[config.mk]
export PLATFORM = sky130hd
export DESIGN_NAME = config_decode_flat
export DESIGN_NICKNAME = d
export VERILOG_FILES = /design/src/verilog/tile_cfg_if.sv /design/src/verilog/config_decode.sv /design/src/flat_wrapper.sv
export VERILOG_INCLUDE_DIRS = /design/src /design/src/include
export SDC_FILE = /design/constraint.sdc
export NUM_CORES = 1
export LEC_CHECK = 0
export BUFFER_PORTS_ARGS = -buffer_cell sky130_fd_sc_hd__buf_2
export CORE_MARGIN = 5
export CORE_UTILIZATION = 22
export DETAILED_ROUTE_END_ITERATION = 10
export GPL_ROUTABILITY_DRIVEN = 0
export GPL_TIMING_DRIVEN = 0
export PLACE_DENSITY = 0.88
export SETUP_SLACK_MARGIN = 0.15
export SLEW_MARGIN = 20
export SYNTH_ARGS = -nofsm -noshare
export SYNTH_HDL_FRONTEND = slang
export SYNTH_SLANG_ARGS = --single-unit
[constraint.sdc]
create_clock -name vclk -period 1.7
set_clock_uncertainty 0.2 [all_clocks]
set_input_delay 0.34 -clock vclk [all_inputs]
set_output_delay 0.34 -clock vclk [all_outputs]
set_load 0.02 [all_outputs]
[src/include/cgra_defines.svh]
`ifndef CGRA_DEFINES_SVH
`define CGRA_DEFINES_SVH

// Tile geometry
`define CGRA_SIDES      4
`define CGRA_TRACKS     4
`define CGRA_NUM_TRACKS (`CGRA_SIDES * `CGRA_TRACKS)

// Configuration bus widths
`define CGRA_ADDR_W     32
`define CGRA_CFG_W      32
`define CGRA_ID_W       16
`define CGRA_BLK_W      16

// Block codes in address bits 31:16
`define CGRA_BLK_SB     16'd7
`define CGRA_BLK_CB0    16'd6
`define CGRA_BLK_CB1    16'd5
`define CGRA_BLK_CLB    16'd4

// Matches no block
`define CGRA_IDLE_BLK   16'd0

// Configuration field widths
`define CGRA_SB_SEL_W   2
`define CGRA_CB_SEL_W   3
`define CGRA_CLB_OP_W   2

`endif
[src/verilog/tile_cfg_if.sv]
`default_nettype none

`include "cgra_defines.svh"

interface tile_cfg_if;

	// Per-block write enables, one-hot or all low
	logic en_sb;
	logic en_cb0;
	logic en_cb1;
	logic en_clb;

	// Shared configuration word
	logic [`CGRA_CFG_W-1:0] data;

	modport source (
		output en_sb,
		output en_cb0,
		output en_cb1,
		output en_clb,
		output data
	);

	modport sink (
		input en_sb,
		input en_cb0,
		input en_cb1,
		input en_clb,
		input data
	);

endinterface

`default_nettype wire

[src/verilog/config_decode.sv]
`default_nettype none

`include "cgra_defines.svh"

module config_decode (
	input  logic [`CGRA_ADDR_W-1:0] config_addr,
	input  logic [`CGRA_CFG_W-1:0]  config_data,
	input  logic [`CGRA_ID_W-1:0]   tile_id,
	tile_cfg_if.source              cfg
);

	logic [`CGRA_BLK_W-1:0] blk;
	logic                   id_match;

	// Upper half picks the block, lower half addresses the tile
	assign blk      = config_addr[`CGRA_ADDR_W-1 -: `CGRA_BLK_W];
	assign id_match = (config_addr[`CGRA_ID_W-1:0] == tile_id);

	always_comb begin
		cfg.en_sb  = 1'b0;
		cfg.en_cb0 = 1'b0;
		cfg.en_cb1 = 1'b0;
		cfg.en_clb = 1'b0;
		if (id_match) begin
			case (blk)
				`CGRA_BLK_SB: begin
					cfg.en_sb = 1'b1;
				end
				`CGRA_BLK_CB0: begin
					cfg.en_cb0 = 1'b1;
				end
				`CGRA_BLK_CB1: begin
					cfg.en_cb1 = 1'b1;
				end
				`CGRA_BLK_CLB: begin
					cfg.en_clb = 1'b1;
				end
				// Idle address between writes
				`CGRA_IDLE_BLK: begin
				end
				default: begin
				end
			endcase
		end
	end

	// Data goes to every block, only the enabled one takes it
	assign cfg.data = config_data;

endmodule

`default_nettype wire

[src/flat_wrapper.sv]
// flat-port wrapper written by rule: the top's interface ports become plain ports
module config_decode_flat 
  (config_addr, config_data, tile_id, cfg_en_sb, cfg_en_cb0, cfg_en_cb1, cfg_en_clb, cfg_data);
  tile_cfg_if cfg_i ();
  input  logic [`CGRA_ADDR_W-1:0] config_addr;
  input  logic [`CGRA_CFG_W-1:0] config_data;
  input  logic [`CGRA_ID_W-1:0] tile_id;
  output wire logic [$bits(cfg_i.en_sb)-1:0] cfg_en_sb;
  output wire logic [$bits(cfg_i.en_cb0)-1:0] cfg_en_cb0;
  output wire logic [$bits(cfg_i.en_cb1)-1:0] cfg_en_cb1;
  output wire logic [$bits(cfg_i.en_clb)-1:0] cfg_en_clb;
  output wire logic [$bits(cfg_i.data)-1:0] cfg_data;
  assign cfg_en_sb = cfg_i.en_sb;
  assign cfg_en_cb0 = cfg_i.en_cb0;
  assign cfg_en_cb1 = cfg_i.en_cb1;
  assign cfg_en_clb = cfg_i.en_clb;
  assign cfg_data = cfg_i.data;
  config_decode u_core (.config_addr(config_addr), .config_data(config_data), .tile_id(tile_id), .cfg(cfg_i));
endmodule
Word level (Yosys, flattened, before mapping) --
Cells that the tools add are included.
Word-level totals: register bits 0, input bits 80, output and inout port bits 36, logic and storage cells 13
Cells by class: eq/ne operators 5, mux-type cells 8
Operators with widths (number):
- $eq 16x3->1 const B | 4
- $eq 16x16->1 | 1
- $mux 1 | 8

Logic depth before layout (Yosys ltp) --
depth in word-level cells 3, depth in mapped cells 4, mapped depth without buffers 4

Least setup slack after synthesis --
No wires, ideal clock.
kind input-to-output, from input config_addr[25], to output cfg_en_cb0, arrival 1.849 ns, required time 1.160 ns, path slack -0.689 ns, cell stages on the path 4, cells stage by stage or4_4 nor3_2 nand4_2 nor4_1
On the way: word-level cells in the longest chain between the ends 3
Ends and longest elaborated chain:
- start: declaration | RTL line flat_wrapper.sv:5 | input logic [`CGRA_ADDR_W-1:0] config_addr;
- $eq 16x3->1 | RTL line config_decode.sv:25 | case (blk)
- $mux 1 | RTL line config_decode.sv:25
- $mux 1 | RTL line config_decode.sv:24 | if (id_match) begin
- end: declaration | RTL line flat_wrapper.sv:9 | output wire logic [$bits(cfg_i.en_cb0)-1:0] cfg_en_cb0;
No other way between the ends.

Worst setup path after layout --
Ends and elaborated chain as after synthesis.

==> out/qor.yml <==
status:
  status: "finished with violations"
  violations: "setup timing"
synth:
  yosysWarnings: 0
  syn-mean-instance-area_um2: 7.829
  synthCells: 66
  netlist_area_um2: 516.7
  synthAdderAreaFrac: 0
  synth_top_family_by_area: "buffers and inverters"
  yosys.area_share.simple: 0.2639
  synth_top_area_frac: 0.4649
  synthMuxAreaShare: 0
  syn_nets: 146
  yosysTopAreaCell: "buf_4"
  synth_compound_gate_area_share: 0
  synth_xor_xnor_area_share: 0.2712
  ys_seq_area_frac: 0
  synth_area_leaders: "buf_4, xor2_1, nor4_1, xnor2_1, nor4b_2"
  ys_types: 14
finish:
  design_area_um2: 1085
  finish.net_count: 233
  area_delta_synth_final_pct: 109.9
  antenna_cells: 0
  seq_cells: 0
  fin_cells: 179
  clkbuf_count: 0
  drive_above_1_share: 0.8543
  fill_cells: 225
  seq_area_um2: 0
placed_design:
  placed_area_um2: 1049
  port_buffers: 84
  post-place-ws_ns: -0.6222
  placedCellCount: 178
  place_hpwl_um: 1881
route:
  wirelength_um: 1948
  dr.pass1.iters: 2
  viasPerCell: 3.983
  antenna_left: 0
  wl_per_cell_um: 10.88
  vias: 713
  drtIter0Drc: 6
  drcViolationCount: 0
sta:
  slew_headroom: 0.7691
  post-route-period-util: 1.290
  fin_tns_setup_ns: -1.906
  finalSetupViolations: 4
  tightest_slew_ns: 0.3435
  finalCriticalPeriod_ns: 2.192
  timing.hold.ws_ns: 0.6976
  maxSlewViolCount: 0
  fin_ws_ns: -0.4922
  hold_viol: 0
  rsz0062_at_grt: "yes"
  fmax_mhz: 456.2
global_route:
  grt_pass1_vias: 699
  grt_pass1_wl_um: 2753
  grt_max_degree: 5
  grt_util_all_layers: 0.09567
  grt_overflow: 0
  antenna_found_initial: 0
power_and_ir_drop:
  internal_power_w: 0.0001387
  clkPwrFrac: 0
  power_per_cell_area_nw_per_um2: 238.4
  combPwrFrac: 1.000
  p_sw_w: 0.0001200
  ir_worst_vdd_v: 0.0001375
  swShare: 0.4638
  power.leakage_nw: 0.6471
  seqPwrFrac: 0
floorplan:
  die_area_um2: 3418
  num_rows: 17
  initial_core_util: 0.2314
  die_y_um: 58.47
  fp.dieW_um: 58.47
  core_um2: 2233
  io_pins: 116
setup_path:
  worstSetupStartpoint: "config_addr[25]"
  cp-end-kind: "primary output"
  worstSetupStartpointType: "primary input"
  critPathMaxFanout: 4
  cp_data_arrival_time_ns: 1.65
  path_class: "primary input to primary output"
  crit_required_ns: 1.16
cts:
  cts_hold_buffers: 0
min_path:
  holdCritStartpoint: "config_data[19]"
  hold_path_class: "primary input to primary output"
job:
  maxCapViolations: 0
[layer usage]
| layer | share of wire | track usage | vias to the layer above |
|---|---|---|---|
| li1 | - | - | 361 |
| met5 | 0 | 0 | - |
| met2 | 0.48 | 0.1738 | 75 |
| met4 | 0 | 0 | 0 |
| met3 | 0.24 | 0.02851 | 0 |
| met1 | 0.29 | 0.1172 | 277 |
[logic make-up after synthesis]
kind of cell              after synthesis
xor gates and xnor gates               16
and+or+nand+nor                        18
buffers and inverters                  32
[cells in the mapped netlist]
master,instances
buf_4,32
xor2_1,12
nor4_1,6
xnor2_1,4
nand2_1,2
nand2b_1,2
nand4_1,1
nand4_2,1
nor3_1,1
nor3_2,1
nor4_2,1
nor4b_2,1
or3_1,1
or4_4,1
[per-stage QoR]
stage,power [W],utilization
after global placement,0.0002526,0.4695
after floorplan,0.0001522,-
final,0.0002587,0.4857
after CTS,0.0002618,0.4846
after global routing,0.0002792,0.4857
after detailed placement,0.0002556,0.4695
[layout make-up]
class / instances / area (um2) / share of cell area
Buffer: 32 / 240.2 / 0.2215
Timing Repair Buffer: 85 / 447.9 / 0.4129
Multi-Input combinational cell: 34 / 361.6 / 0.3333
Tap cell: 28 / 35.03 / 0.03230
[cell usage in the layout, fill, tap and decap left out, drive strengths merged]
| master | count |
|---|---|
| nor4b | 1 |
| buf | 117 |
| or4 | 1 |
| xnor2 | 4 |
| nor4 | 7 |
| nor3 | 2 |
| nand2b | 2 |
| nand2 | 2 |
| nand4 | 2 |
| or3 | 1 |
| xor2 | 12 |
[power by group through the flow]
stage / logic (W) / clock network [W] / registers, W
6_report: 0.000259 / 0 / 0
5_1_grt: 0.000279 / 0 / 0
4_1_cts: 0.000262 / 0 / 0
3_5_place_dp: 0.000256 / 0 / 0
3_3_place_gp: 0.000253 / 0 / 0
2_1_floorplan: 0.000152 / 0 / 0
[what timing repair did]
| item | in CTS | in global routing |
|---|---|---|
| setup buffers | 1 | 0 |
| resized for setup | 7 | 1 |
| endpoints found under the setup margin | 4 | 4 |
| pin swaps | 1 | 0 |
[critical path: stages]
cell	delay [ns]
buf_6	0.09
or4_4	0.53
nor3_4	0.15
nand4_4	0.18
nor4_4	0.18
buf_4	0.18
[final timing paths]
| check | to | cells after the start |
|---|---|---|
| worst max-delay path | cfg_en_cb0 | 6 |
| worst min-delay path | cfg_data[19] | 2 |
Power figures use the tool's default switching activity.
