===== src/include/cgra_defines.svh =====
`ifndef CGRA_DEFINES_SVH
`define CGRA_DEFINES_SVH

// Tile geometry
`define CGRA_SIDES      4
`define CGRA_TRACKS     4
`define CGRA_NUM_TRACKS (`CGRA_SIDES * `CGRA_TRACKS)

// Configuration bus widths
`define CGRA_ADDR_W     32
`define CGRA_CFG_W      32
`define CGRA_ID_W       16
`define CGRA_BLK_W      16

// Block codes in address bits 31:16
`define CGRA_BLK_SB     16'd7
`define CGRA_BLK_CB0    16'd6
`define CGRA_BLK_CB1    16'd5
`define CGRA_BLK_CLB    16'd4

// Matches no block
`define CGRA_IDLE_BLK   16'd0

// Configuration field widths
`define CGRA_SB_SEL_W   2
`define CGRA_CB_SEL_W   3
`define CGRA_CLB_OP_W   2

`endif

===== src/verilog/cgra_pkg.sv =====
`default_nettype none

`include "cgra_defines.svh"

package cgra_pkg;

	// Track t of side s sits at bit s*4+t
	typedef logic [`CGRA_NUM_TRACKS-1:0] track_vec_t;

	// Switch-box source select, one per output track
	typedef logic [`CGRA_SB_SEL_W-1:0] sb_sel_t;

	// Connect-box tap select
	// 0..3 are input tracks, 4..7 are output tracks of the same side
	typedef logic [`CGRA_CB_SEL_W-1:0] cb_sel_t;

	// Logic-block operation
	typedef enum logic [`CGRA_CLB_OP_W-1:0] {
		op_and  = 2'd0,
		op_or   = 2'd1,
		op_xor  = 2'd2,
		op_nand = 2'd3
	} clb_op_t;

	// Switch-box source codes, sides counted from the output's own side
	localparam sb_sel_t sb_from_next  = 2'd0;
	localparam sb_sel_t sb_from_opp   = 2'd1;
	localparam sb_sel_t sb_from_prev  = 2'd2;
	localparam sb_sel_t sb_from_pe    = 2'd3;

endpackage

`default_nettype wire


===== src/verilog/tile_cfg_if.sv =====
`default_nettype none

`include "cgra_defines.svh"

interface tile_cfg_if;

	// Per-block write enables, one-hot or all low
	logic en_sb;
	logic en_cb0;
	logic en_cb1;
	logic en_clb;

	// Shared configuration word
	logic [`CGRA_CFG_W-1:0] data;

	modport source (
		output en_sb,
		output en_cb0,
		output en_cb1,
		output en_clb,
		output data
	);

	modport sink (
		input en_sb,
		input en_cb0,
		input en_cb1,
		input en_clb,
		input data
	);

endinterface

`default_nettype wire


===== src/verilog/switch_box.sv =====
`default_nettype none

`include "cgra_defines.svh"

module switch_box (
	input  logic                 clk,
	input  logic                 arst_n,
	tile_cfg_if.sink             cfg,
	input  cgra_pkg::track_vec_t in_wire,
	input  logic                 pe_result,
	output cgra_pkg::track_vec_t out_wire
);

	import cgra_pkg::*;

	genvar s;
	genvar t;

	generate
		for (s = 0; s < `CGRA_SIDES; s++) begin : g_side
			for (t = 0; t < `CGRA_TRACKS; t++) begin : g_track
				// Output track index and its select field position
				localparam int k     = s * `CGRA_TRACKS + t;
				localparam int lsb   = k * `CGRA_SB_SEL_W;

				// Same-numbered track on the other three sides
				localparam int src_1 = ((s + 1) % `CGRA_SIDES) * `CGRA_TRACKS + t;
				localparam int src_2 = ((s + 2) % `CGRA_SIDES) * `CGRA_TRACKS + t;
				localparam int src_3 = ((s + 3) % `CGRA_SIDES) * `CGRA_TRACKS + t;

				sb_sel_t sel_q;
				logic    route;

				// Whole 32-bit word reloads all sixteen fields at once
				always_ff @(posedge clk or negedge arst_n) begin
					if (!arst_n) begin
						sel_q <= sb_from_next;
					end else if (cfg.en_sb) begin
						sel_q <= cfg.data[lsb +: `CGRA_SB_SEL_W];
					end
				end

				always_comb begin
					case (sel_q)
						sb_from_next: begin
							route = in_wire[src_1];
						end
						sb_from_opp: begin
							route = in_wire[src_2];
						end
						sb_from_prev: begin
							route = in_wire[src_3];
						end
						sb_from_pe: begin
							route = pe_result;
						end
						default: begin
							route = in_wire[src_1];
						end
					endcase
				end

				assign out_wire[k] = route;
			end
		end
	endgenerate

endmodule

`default_nettype wire


===== src/flat_wrapper.sv =====
// flat-port wrapper written by rule: the top's interface ports become plain ports
module switch_box_flat import cgra_pkg::*;
  (clk, arst_n, in_wire, pe_result, out_wire, cfg_en_sb, cfg_en_cb0, cfg_en_cb1, cfg_en_clb, cfg_data);
  tile_cfg_if cfg_i ();
  input  logic clk;
  input  logic arst_n;
  input  cgra_pkg::track_vec_t in_wire;
  input  logic pe_result;
  output cgra_pkg::track_vec_t out_wire;
  input wire logic [$bits(cfg_i.en_sb)-1:0] cfg_en_sb;
  input wire logic [$bits(cfg_i.en_cb0)-1:0] cfg_en_cb0;
  input wire logic [$bits(cfg_i.en_cb1)-1:0] cfg_en_cb1;
  input wire logic [$bits(cfg_i.en_clb)-1:0] cfg_en_clb;
  input wire logic [$bits(cfg_i.data)-1:0] cfg_data;
  assign cfg_i.en_sb = cfg_en_sb;
  assign cfg_i.en_cb0 = cfg_en_cb0;
  assign cfg_i.en_cb1 = cfg_en_cb1;
  assign cfg_i.en_clb = cfg_en_clb;
  assign cfg_i.data = cfg_data;
  switch_box u_core (.clk(clk), .arst_n(arst_n), .cfg(cfg_i), .in_wire(in_wire), .pe_result(pe_result), .out_wire(out_wire));
endmodule

===== config.mk =====
export PLATFORM = sky130hd
export DESIGN_NAME = switch_box_flat
export DESIGN_NICKNAME = d
export VERILOG_FILES = /design/src/verilog/cgra_pkg.sv /design/src/verilog/tile_cfg_if.sv /design/src/verilog/switch_box.sv /design/src/flat_wrapper.sv
export VERILOG_INCLUDE_DIRS = /design/src /design/src/include
export SDC_FILE = /design/constraint.sdc
export NUM_CORES = 1
export LEC_CHECK = 0
export BUFFER_PORTS_ARGS = -buffer_cell sky130_fd_sc_hd__clkbuf_2
export CAP_MARGIN = 0
export CORE_MARGIN = 1.5
export CORE_UTILIZATION = 51
export DETAILED_ROUTE_END_ITERATION = 10
export PLACE_DENSITY = 0.86
export REMOVE_ABC_BUFFERS = 1
export SLEW_MARGIN = 20
export SYNTH_ARGS = -nofsm -noshare
export SYNTH_HDL_FRONTEND = slang
export SYNTH_SLANG_ARGS = --single-unit

===== constraint.sdc =====
create_clock -name clk -period 3.9 [get_ports clk]
set_clock_uncertainty 0.15 [all_clocks]
set_input_delay 0.78 -clock clk [delete_from_list [all_inputs] [get_ports clk]]
set_output_delay 0.78 -clock clk [all_outputs]
set_load 0.1 [all_outputs]

**Word-level counts from Yosys, hierarchy flattened**

Cells that the tools add are included.

- Equality and inequality tests: 48
- Muxes and demuxes: 16
- Reductions and logical operators: 16

Operators by type and width:

| kind | count |
|---|---|
| $eq A2 B2 Y1 const B | 32 |
| $pmux W1 S4 | 16 |
| $eq A2 B1 Y1 const B | 16 |
| $logic_not A2 Y1 | 16 |

- Register bits after elaboration: 32
- Bits of input ports: 55
- Output and inout bits: 16

**Depth between registers and ports, before layout**

Gate-level depths: netlist of the first run.

- Depth after elaboration: 2
- Mapped depth: 3
- Mapped depth without buffers: 1

**Worst setup path before layout of the first run**

No wires, ideal clock.

- Kind: input port to output port
- Start point: in pe_result
- End point: out out_wire[9]
- Arrival: 1581 ps
- Data required time: 2970 ps
- Slack: 1389 ps
- Cell stages on the path: 3
- Cells stage by stage: buf_6 -> mux4_1 -> buf_4

- Longest elaborated chain between the ends: 1

Ends and longest elaborated chain:

| element | line | source |
|---|---|---|
| from (decl) | flat_wrapper.sv:8 | `input logic pe_result;` |
| $pmux W1 S4 | switch_box.sv:44 | `case (sel_q)` |
| to (decl) | flat_wrapper.sv:9 | `output cgra_pkg::track_vec_t out_wire;` |

Every way passes these cells.

**Worst setup path after layout of the first run**

- Start point: in pe_result
- End point: out out_wire[13]

The elaborated chain is that of the path after synthesis.

==> qor.txt, run 1 <==
ANT cells -> 0
Total Power -> 0.928 mW
Total gr overflow -> 0
Drt via density -> 5.39
CTS buffer count -> 5
Biggest regs -> u_core.g_side.g_track.sel_q (32)
#FFs+latches synth -> 32
Worst-path clk slew -> 100 ps
Final Cycle Share -> 0.740
Global-route wire length before repair -> 4.78 mm
# IOs -> 71
Register area share after synthesis -> 0.460
Status -> finished clean
Setup tns final -> 0 ps
Deepest clock path buffer count -> 2
Syn Std Cell Area -> 1740 um^2
Fillers -> 285
Worst Path Max Fanout -> 16
Gr usage total -> 0.183
PwrDens -> 455 nW/um^2
Post-Layout Cell Count -> 200
Rel. slew slack -> 0.469
Yosys top cell by area -> dfrtp_1
DP Area -> 1970 um^2
Initial Util -> 0.526
Post-CTS Hold Fix Bufs -> 0
Unrepaired setup endpoints after global routing -> no
Largest register FFs -> 32
Final min period -> 2890 ps
Number of remaining DRC errors -> 0
Startpoint Class -> input pin
CTS root buf -> clkbuf_4
Layout cells sized above 1 -> 0.604
Slew @ Worst Pin -> 796 ps
Peak supply drop -> 173 uV
Data required time of the worst path -> 2970 ps
Fin util -> 0.616
Synth top area share -> 0.460
Router iterations before antenna repair -> 6
Avg Inst Size Synth -> 17.2 um^2
Die height -> 61.4 um
Core area -> 3310 um^2
Worst hold path type -> reg2reg
Vias -> 1077
Final Max Slew Viols -> 0
CTS tree -> done
TritonCTS Sinks -> 32
IO Port Bufs -> 67
Yosys cell types -> 7
Synth async-reset ratio -> 1.00
Post-DP HPWL -> 2.43 mm
CP Class -> in2out
Post-route cell area -> 2040 um^2
Most common cell in the synthesized netlist -> dfrtp_1
Largest net degree at the start of global routing -> 33
Top cells by count, synth -> dfrtp_1, buf_4, mux2_2, mux4_1, mux2_1
Final setup viols -> 0
Routability cong. -> 0.688
Lkg Pwr -> 0.985 nW
Dominant synthesized flop cell -> dfrtp_1
Die area -> 3770 um^2
Final #Nets -> 209
Cell Count Post-Placement -> 193
Worst-Skew Late Latency -> 320 ps
Post_cts resized -> 0
Final hold vios -> 0
DRT antenna net count -> 0
WL/cell -> 16.2 um
Post-Syn Instances -> 101
Yosys Warn Count -> 0
Max-cap viol count -> 0
H-tree depth -> 2
Site row count -> 21
Peak Freq -> 0.346 GHz
Largest cells by area after synthesis -> dfrtp_1, mux4_1, mux2_2, mux2_1, buf_4
Iter 0 DRT Violations -> 33
Die extent in x -> 61.4 um
Initial antenna violation count -> 0
Area Growth Syn to Fin -> 17.2%
Vias in the first global route -> 1017
Reg with most FFs -> u_core.g_side.g_track.sel_q
Post-synth EDFFs -> 0
Setup Fix Bufs, Post-CTS -> 0
Routed WL -> 3.25 mm
Critical path capture point type -> output port
WP data arrival -> 1960 ps
## where the power goes
group          switching (mW)  total [mW]  internal, mW  leakage (nW)
Sequential             0.0212       0.386         0.365         0.374
Combinational           0.239       0.334        0.0944         0.573
Clock                   0.106       0.208         0.102        0.0374
## area by class of cell
class                   count  area, um^2  area share
clock buffers               7        65.1      0.0319
multi-input cells          48         781       0.383
flip-flops and latches     32         801       0.393
well taps                  46        57.6      0.0282
repair buffers             67         335       0.164
## critical path, cell delays in order
cell,delay (ps)
clkbuf_2,220
mux4_1,560
clkbuf_2,390
## path summary, 6_finish.rpt
| check | cells after the start | start | slack, ps | end |
|---|---|---|---|---|
| worst min register to register | 1 | u_core.g_side[1].g_track[2].sel_q[0] | 360 | u_core.g_side[1].g_track[2].sel_q[0] |
| worst max-delay path | 3 | pe_result | 1010 | out_wire[13] |
| worst max register to register | 1 | u_core.g_side[1].g_track[1].sel_q[1] | 2940 | u_core.g_side[1].g_track[1].sel_q[1] |
| worst min-delay path | 1 | u_core.g_side[1].g_track[2].sel_q[0] | 360 | u_core.g_side[1].g_track[2].sel_q[0] |
| min in group asynchronous | 1 | arst_n | 370 | u_core.g_side[0].g_track[2].sel_q[0] |
| max in group asynchronous | 1 | arst_n | 2720 | u_core.g_side[3].g_track[3].sel_q[1] |
## layout by cell type (no fill, tap or decap)
| cell | synthesis | layout |
|---|---|---|
| dfrtp_1 | 32 | 32 |
| mux2_1 | 13 | 13 |
| mux2_2 | 19 | 19 |
| mux4_1 | 16 | 16 |
| clkbuf_8 | 0 | 2 |
| clkbuf_2 | 0 | 67 |
| clkbuf_4 | 0 | 5 |
## layer usage
layer / routed length (um) / vias up / global-route usage
li1: - / 490 / -
met1: 1320 / 550 / 0.212
met2: 1790 / 34 / 0.322
met3: 119 / 3 / 0.0441
met4: 23 / 0 / 0.0821
met5: 0 / - / 0
## cells by family (layout without fill, tap and decap cells)
family                 count (synthesis)  in the layout  synth area share
multiplexers                          48             48             0.449
flip-flops                            32             32             0.460
buffers and inverters                 21             74            0.0913
## per-stage QoR
| step | setup WS, ps | hold slack, ps |
|---|---|---|
| final | 1010 | 356 |
| after global routing | 982 | 380 |
| after CTS | 1020 | 360 |
| after detailed placement | 1030 | 337 |
| after global placement | 1080 | 323 |
| after floorplan | 1260 | 311 |
(Power assumes the default switching activity.)
==> run 2: changes to the inputs <==
--- a/config.mk
+++ b/config.mk
@@ -9,9 +9,9 @@
 export BUFFER_PORTS_ARGS = -buffer_cell sky130_fd_sc_hd__clkbuf_2
 export CAP_MARGIN = 0
 export CORE_MARGIN = 1.5
-export CORE_UTILIZATION = 51
+export CORE_UTILIZATION = 48
 export DETAILED_ROUTE_END_ITERATION = 10
-export PLACE_DENSITY = 0.86
+export PLACE_DENSITY = 0.82
 export REMOVE_ABC_BUFFERS = 1
 export SLEW_MARGIN = 20
 export SYNTH_ARGS = -nofsm -noshare
==> constraint.sdc (replaced) <==
create_clock -name clk -period 3 [get_ports clk]
set_clock_uncertainty 0.15 [all_clocks]
set_input_delay 0.6 -clock clk [delete_from_list [all_inputs] [get_ports clk]]
set_output_delay 0.6 -clock clk [all_outputs]
set_load 0.1 [all_outputs]
==> run 2 against run 1 <==
Register-to-register slack got worse by 890 ps. Via count increased by 1.9%. Combinational power increased by 30%. Sequential power increased by 30%. Hold slack got worse by 170 ps. Worst setup slack got worse by 510 ps. Clock power increased by 19%.
==> qor.txt, run 2 (synthesis gave the netlist of run 1 again) <==
Max-cap viol count -> 0 (unchanged)
Unrepaired setup endpoints after global routing -> no
# IOs -> 71 (unchanged)
Layout cells sized above 1 -> 0.594 (-0.0103)
FF-to-FF End -> u_core.g_side[0].g_track[2].sel_q[1]
Fillers -> 274 (-3.9%)
Final Cycle Share -> 0.832
Worst-path clk slew -> 90 ps (about the same)
CTS buffer count -> 5 (unchanged)
DRT antenna net count -> 0 (unchanged)
DP Area -> 1970 um^2 (unchanged)
Post-CTS Hold Fix Bufs -> 0 (unchanged)
Commonest cells after routing, fill and taps aside -> clkbuf_2, dfrtp_1, mux2_2, mux4_1, mux2_1
Status -> finished clean
WL/cell -> 15.5 um (-4.8%)
Gr usage total -> 0.179 (-0.00394)
Final Max Slew Viols -> 0 (unchanged)
Rel. slew slack -> 0.474 (+0.00484)
Initial antenna violation count -> 0 (unchanged)
Drt via density -> 5.46 (+1.4%)
CP Class -> in2out
Worst hold path type -> in2async
IO Port Bufs -> 67 (unchanged)
Final setup viols -> 0 (unchanged)
Setup Fix Bufs, Post-CTS -> 0 (unchanged)
Critical path's most frequent cell -> clkbuf_2
Number of remaining DRC errors -> 0 (unchanged)
R2R Setup Slk -> 2050 ps (-890 ps)
Area Growth Syn to Fin -> 16.8%
Data required time of the worst path -> 2250 ps (-720 ps)
Setup tns final -> 0 ps (unchanged)
Peak Freq -> 0.400 GHz
R2R Path Start -> u_core.g_side[0].g_track[2].sel_q[1]
Depth of the worst register-to-register path -> 1 (unchanged)
Router iterations before antenna repair -> 4 (-2)
WP data arrival -> 1750 ps (-210 ps)
Reg with most FFs -> u_core.g_side.g_track.sel_q
Global-route wire length before repair -> 5.35 mm (+12%)
Die extent in x -> 63.2 um (+2.9%)
Final hold vios -> 0 (unchanged)
H-tree depth -> 2 (unchanged)
Vias in the first global route -> 1207 (+19%)
Crit path cell chain -> clkbuf_2 -> mux4_1 -> clkbuf_2
Launch point of the critical path -> pe_result
Slew @ Worst Pin -> 789 ps (-7.25 ps)
Worst-Skew Late Latency -> 320 ps (about the same)
Final min period -> 2500 ps
Startpoint Class -> input pin
Initial Util -> 0.510 (-0.0162)
Area of the multi-input gates -> 781 um^2 (unchanged)
Biggest regs -> u_core.g_side.g_track.sel_q (32)
Routability cong. -> 0.728 (+5.9%)
Core area -> 3420 um^2 (+3.2%)
Routed WL -> 3.11 mm (-4.3%)
Critical path capture point type -> output port
Total gr overflow -> 0 (unchanged)
Fin util -> 0.595 (-0.0208)
Largest net degree at the start of global routing -> 33 (unchanged)
Worst Path Max Fanout -> 16 (unchanged)
Final #Nets -> 209 (unchanged)
Post_cts resized -> 0 (unchanged)
Site row count -> 21 (unchanged)
Deepest clock path buffer count -> 2 (unchanged)
TritonCTS Sinks -> 32 (unchanged)
Crit-path slowest cell -> mux4_1
Post-route cell area -> 2030 um^2 (-0.31%)
Largest register FFs -> 32 (unchanged)
Lkg Pwr -> 0.980 nW (-0.49%)
Hold Slack -> 191 ps (-166 ps)
Peak supply drop -> 309 uV (+78%)
CTS root buf -> clkbuf_4
Iter 0 DRT Violations -> 47 (+42%)
Vias -> 1098 (+1.9%)
Max incr delay on CP -> 540 ps (-20 ps)
Register area -> 801 um^2 (unchanged)
CTS tree -> done
Commonest non-fill, non-tap cell in the layout -> clkbuf_2
PwrDens -> 581 nW/um^2 (+28%)
Die area -> 4000 um^2 (+5.9%)
Die height -> 63.2 um (+2.9%)
Critical Path End -> out_wire[0]
Post-DP HPWL -> 2.36 mm (-2.8%)
ANT cells -> 0 (unchanged)
run 2: changes by cell type in the layout (fill, tap and decap cells not counted):
| cell | before | now |
|---|---|---|
| clkbuf_1 | 0 | 2 |
| clkbuf_8 | 2 | 1 |
run 2: per-stage QoR:
step	instances	total power, mW	setup slack (ps)
floorplan	80	0.846	719
global placement	193	0.936	524
detailed placement	193	0.946	515
CTS	201	1.20	512
global route	201	1.24	465
finish	201	1.18	503
run 2: report_power, final:
group,internal [mW],leakage (nW),switching [mW],total (mW)
registers,0.474,0.374,0.0257,0.500
logic,0.123,0.573,0.310,0.433
clock network,0.115,0.0326,0.133,0.248
total,0.712,0.980,0.469,1.18
run 2: area by class of cell:
cell class                 count  area share
tap                           46      0.0283
multi-input combinational     48       0.384
clock buffer                   8      0.0289
sequential                    32       0.394
timing repair buffer          67       0.165
run 2: how the worst min path moves through the flow:
| stage | end | slack, ps | cells after the start |
|---|---|---|---|
| floorplan | u_core.g_side[0].g_track[0].sel_q[0] | 150 | 0 |
| global placement | u_core.g_side[0].g_track[2].sel_q[0] | 320 | 1 |
| detailed placement | u_core.g_side[1].g_track[1].sel_q[0] | 330 | 1 |
| CTS | u_core.g_side[3].g_track[3].sel_q[1] | 200 | 1 |
| global route | u_core.g_side[2].g_track[1].sel_q[1] | 230 | 1 |
| finish | u_core.g_side[0].g_track[0].sel_q[0] | 190 | 1 |
run 2: worst max-delay path, delay by kind of cell:
family	cells	cell delay, ps
multiplexers	1	540
buffers and inverters	2	600
run 2: metal layers:
layer  vias to the layer above  share of wire  track usage
li1                        490              -            -
met1                       550           0.38        0.191
met2                        52           0.52        0.319
met3                         6          0.092       0.0768
met4                         0          0.014       0.0571
met5                         -              0            0
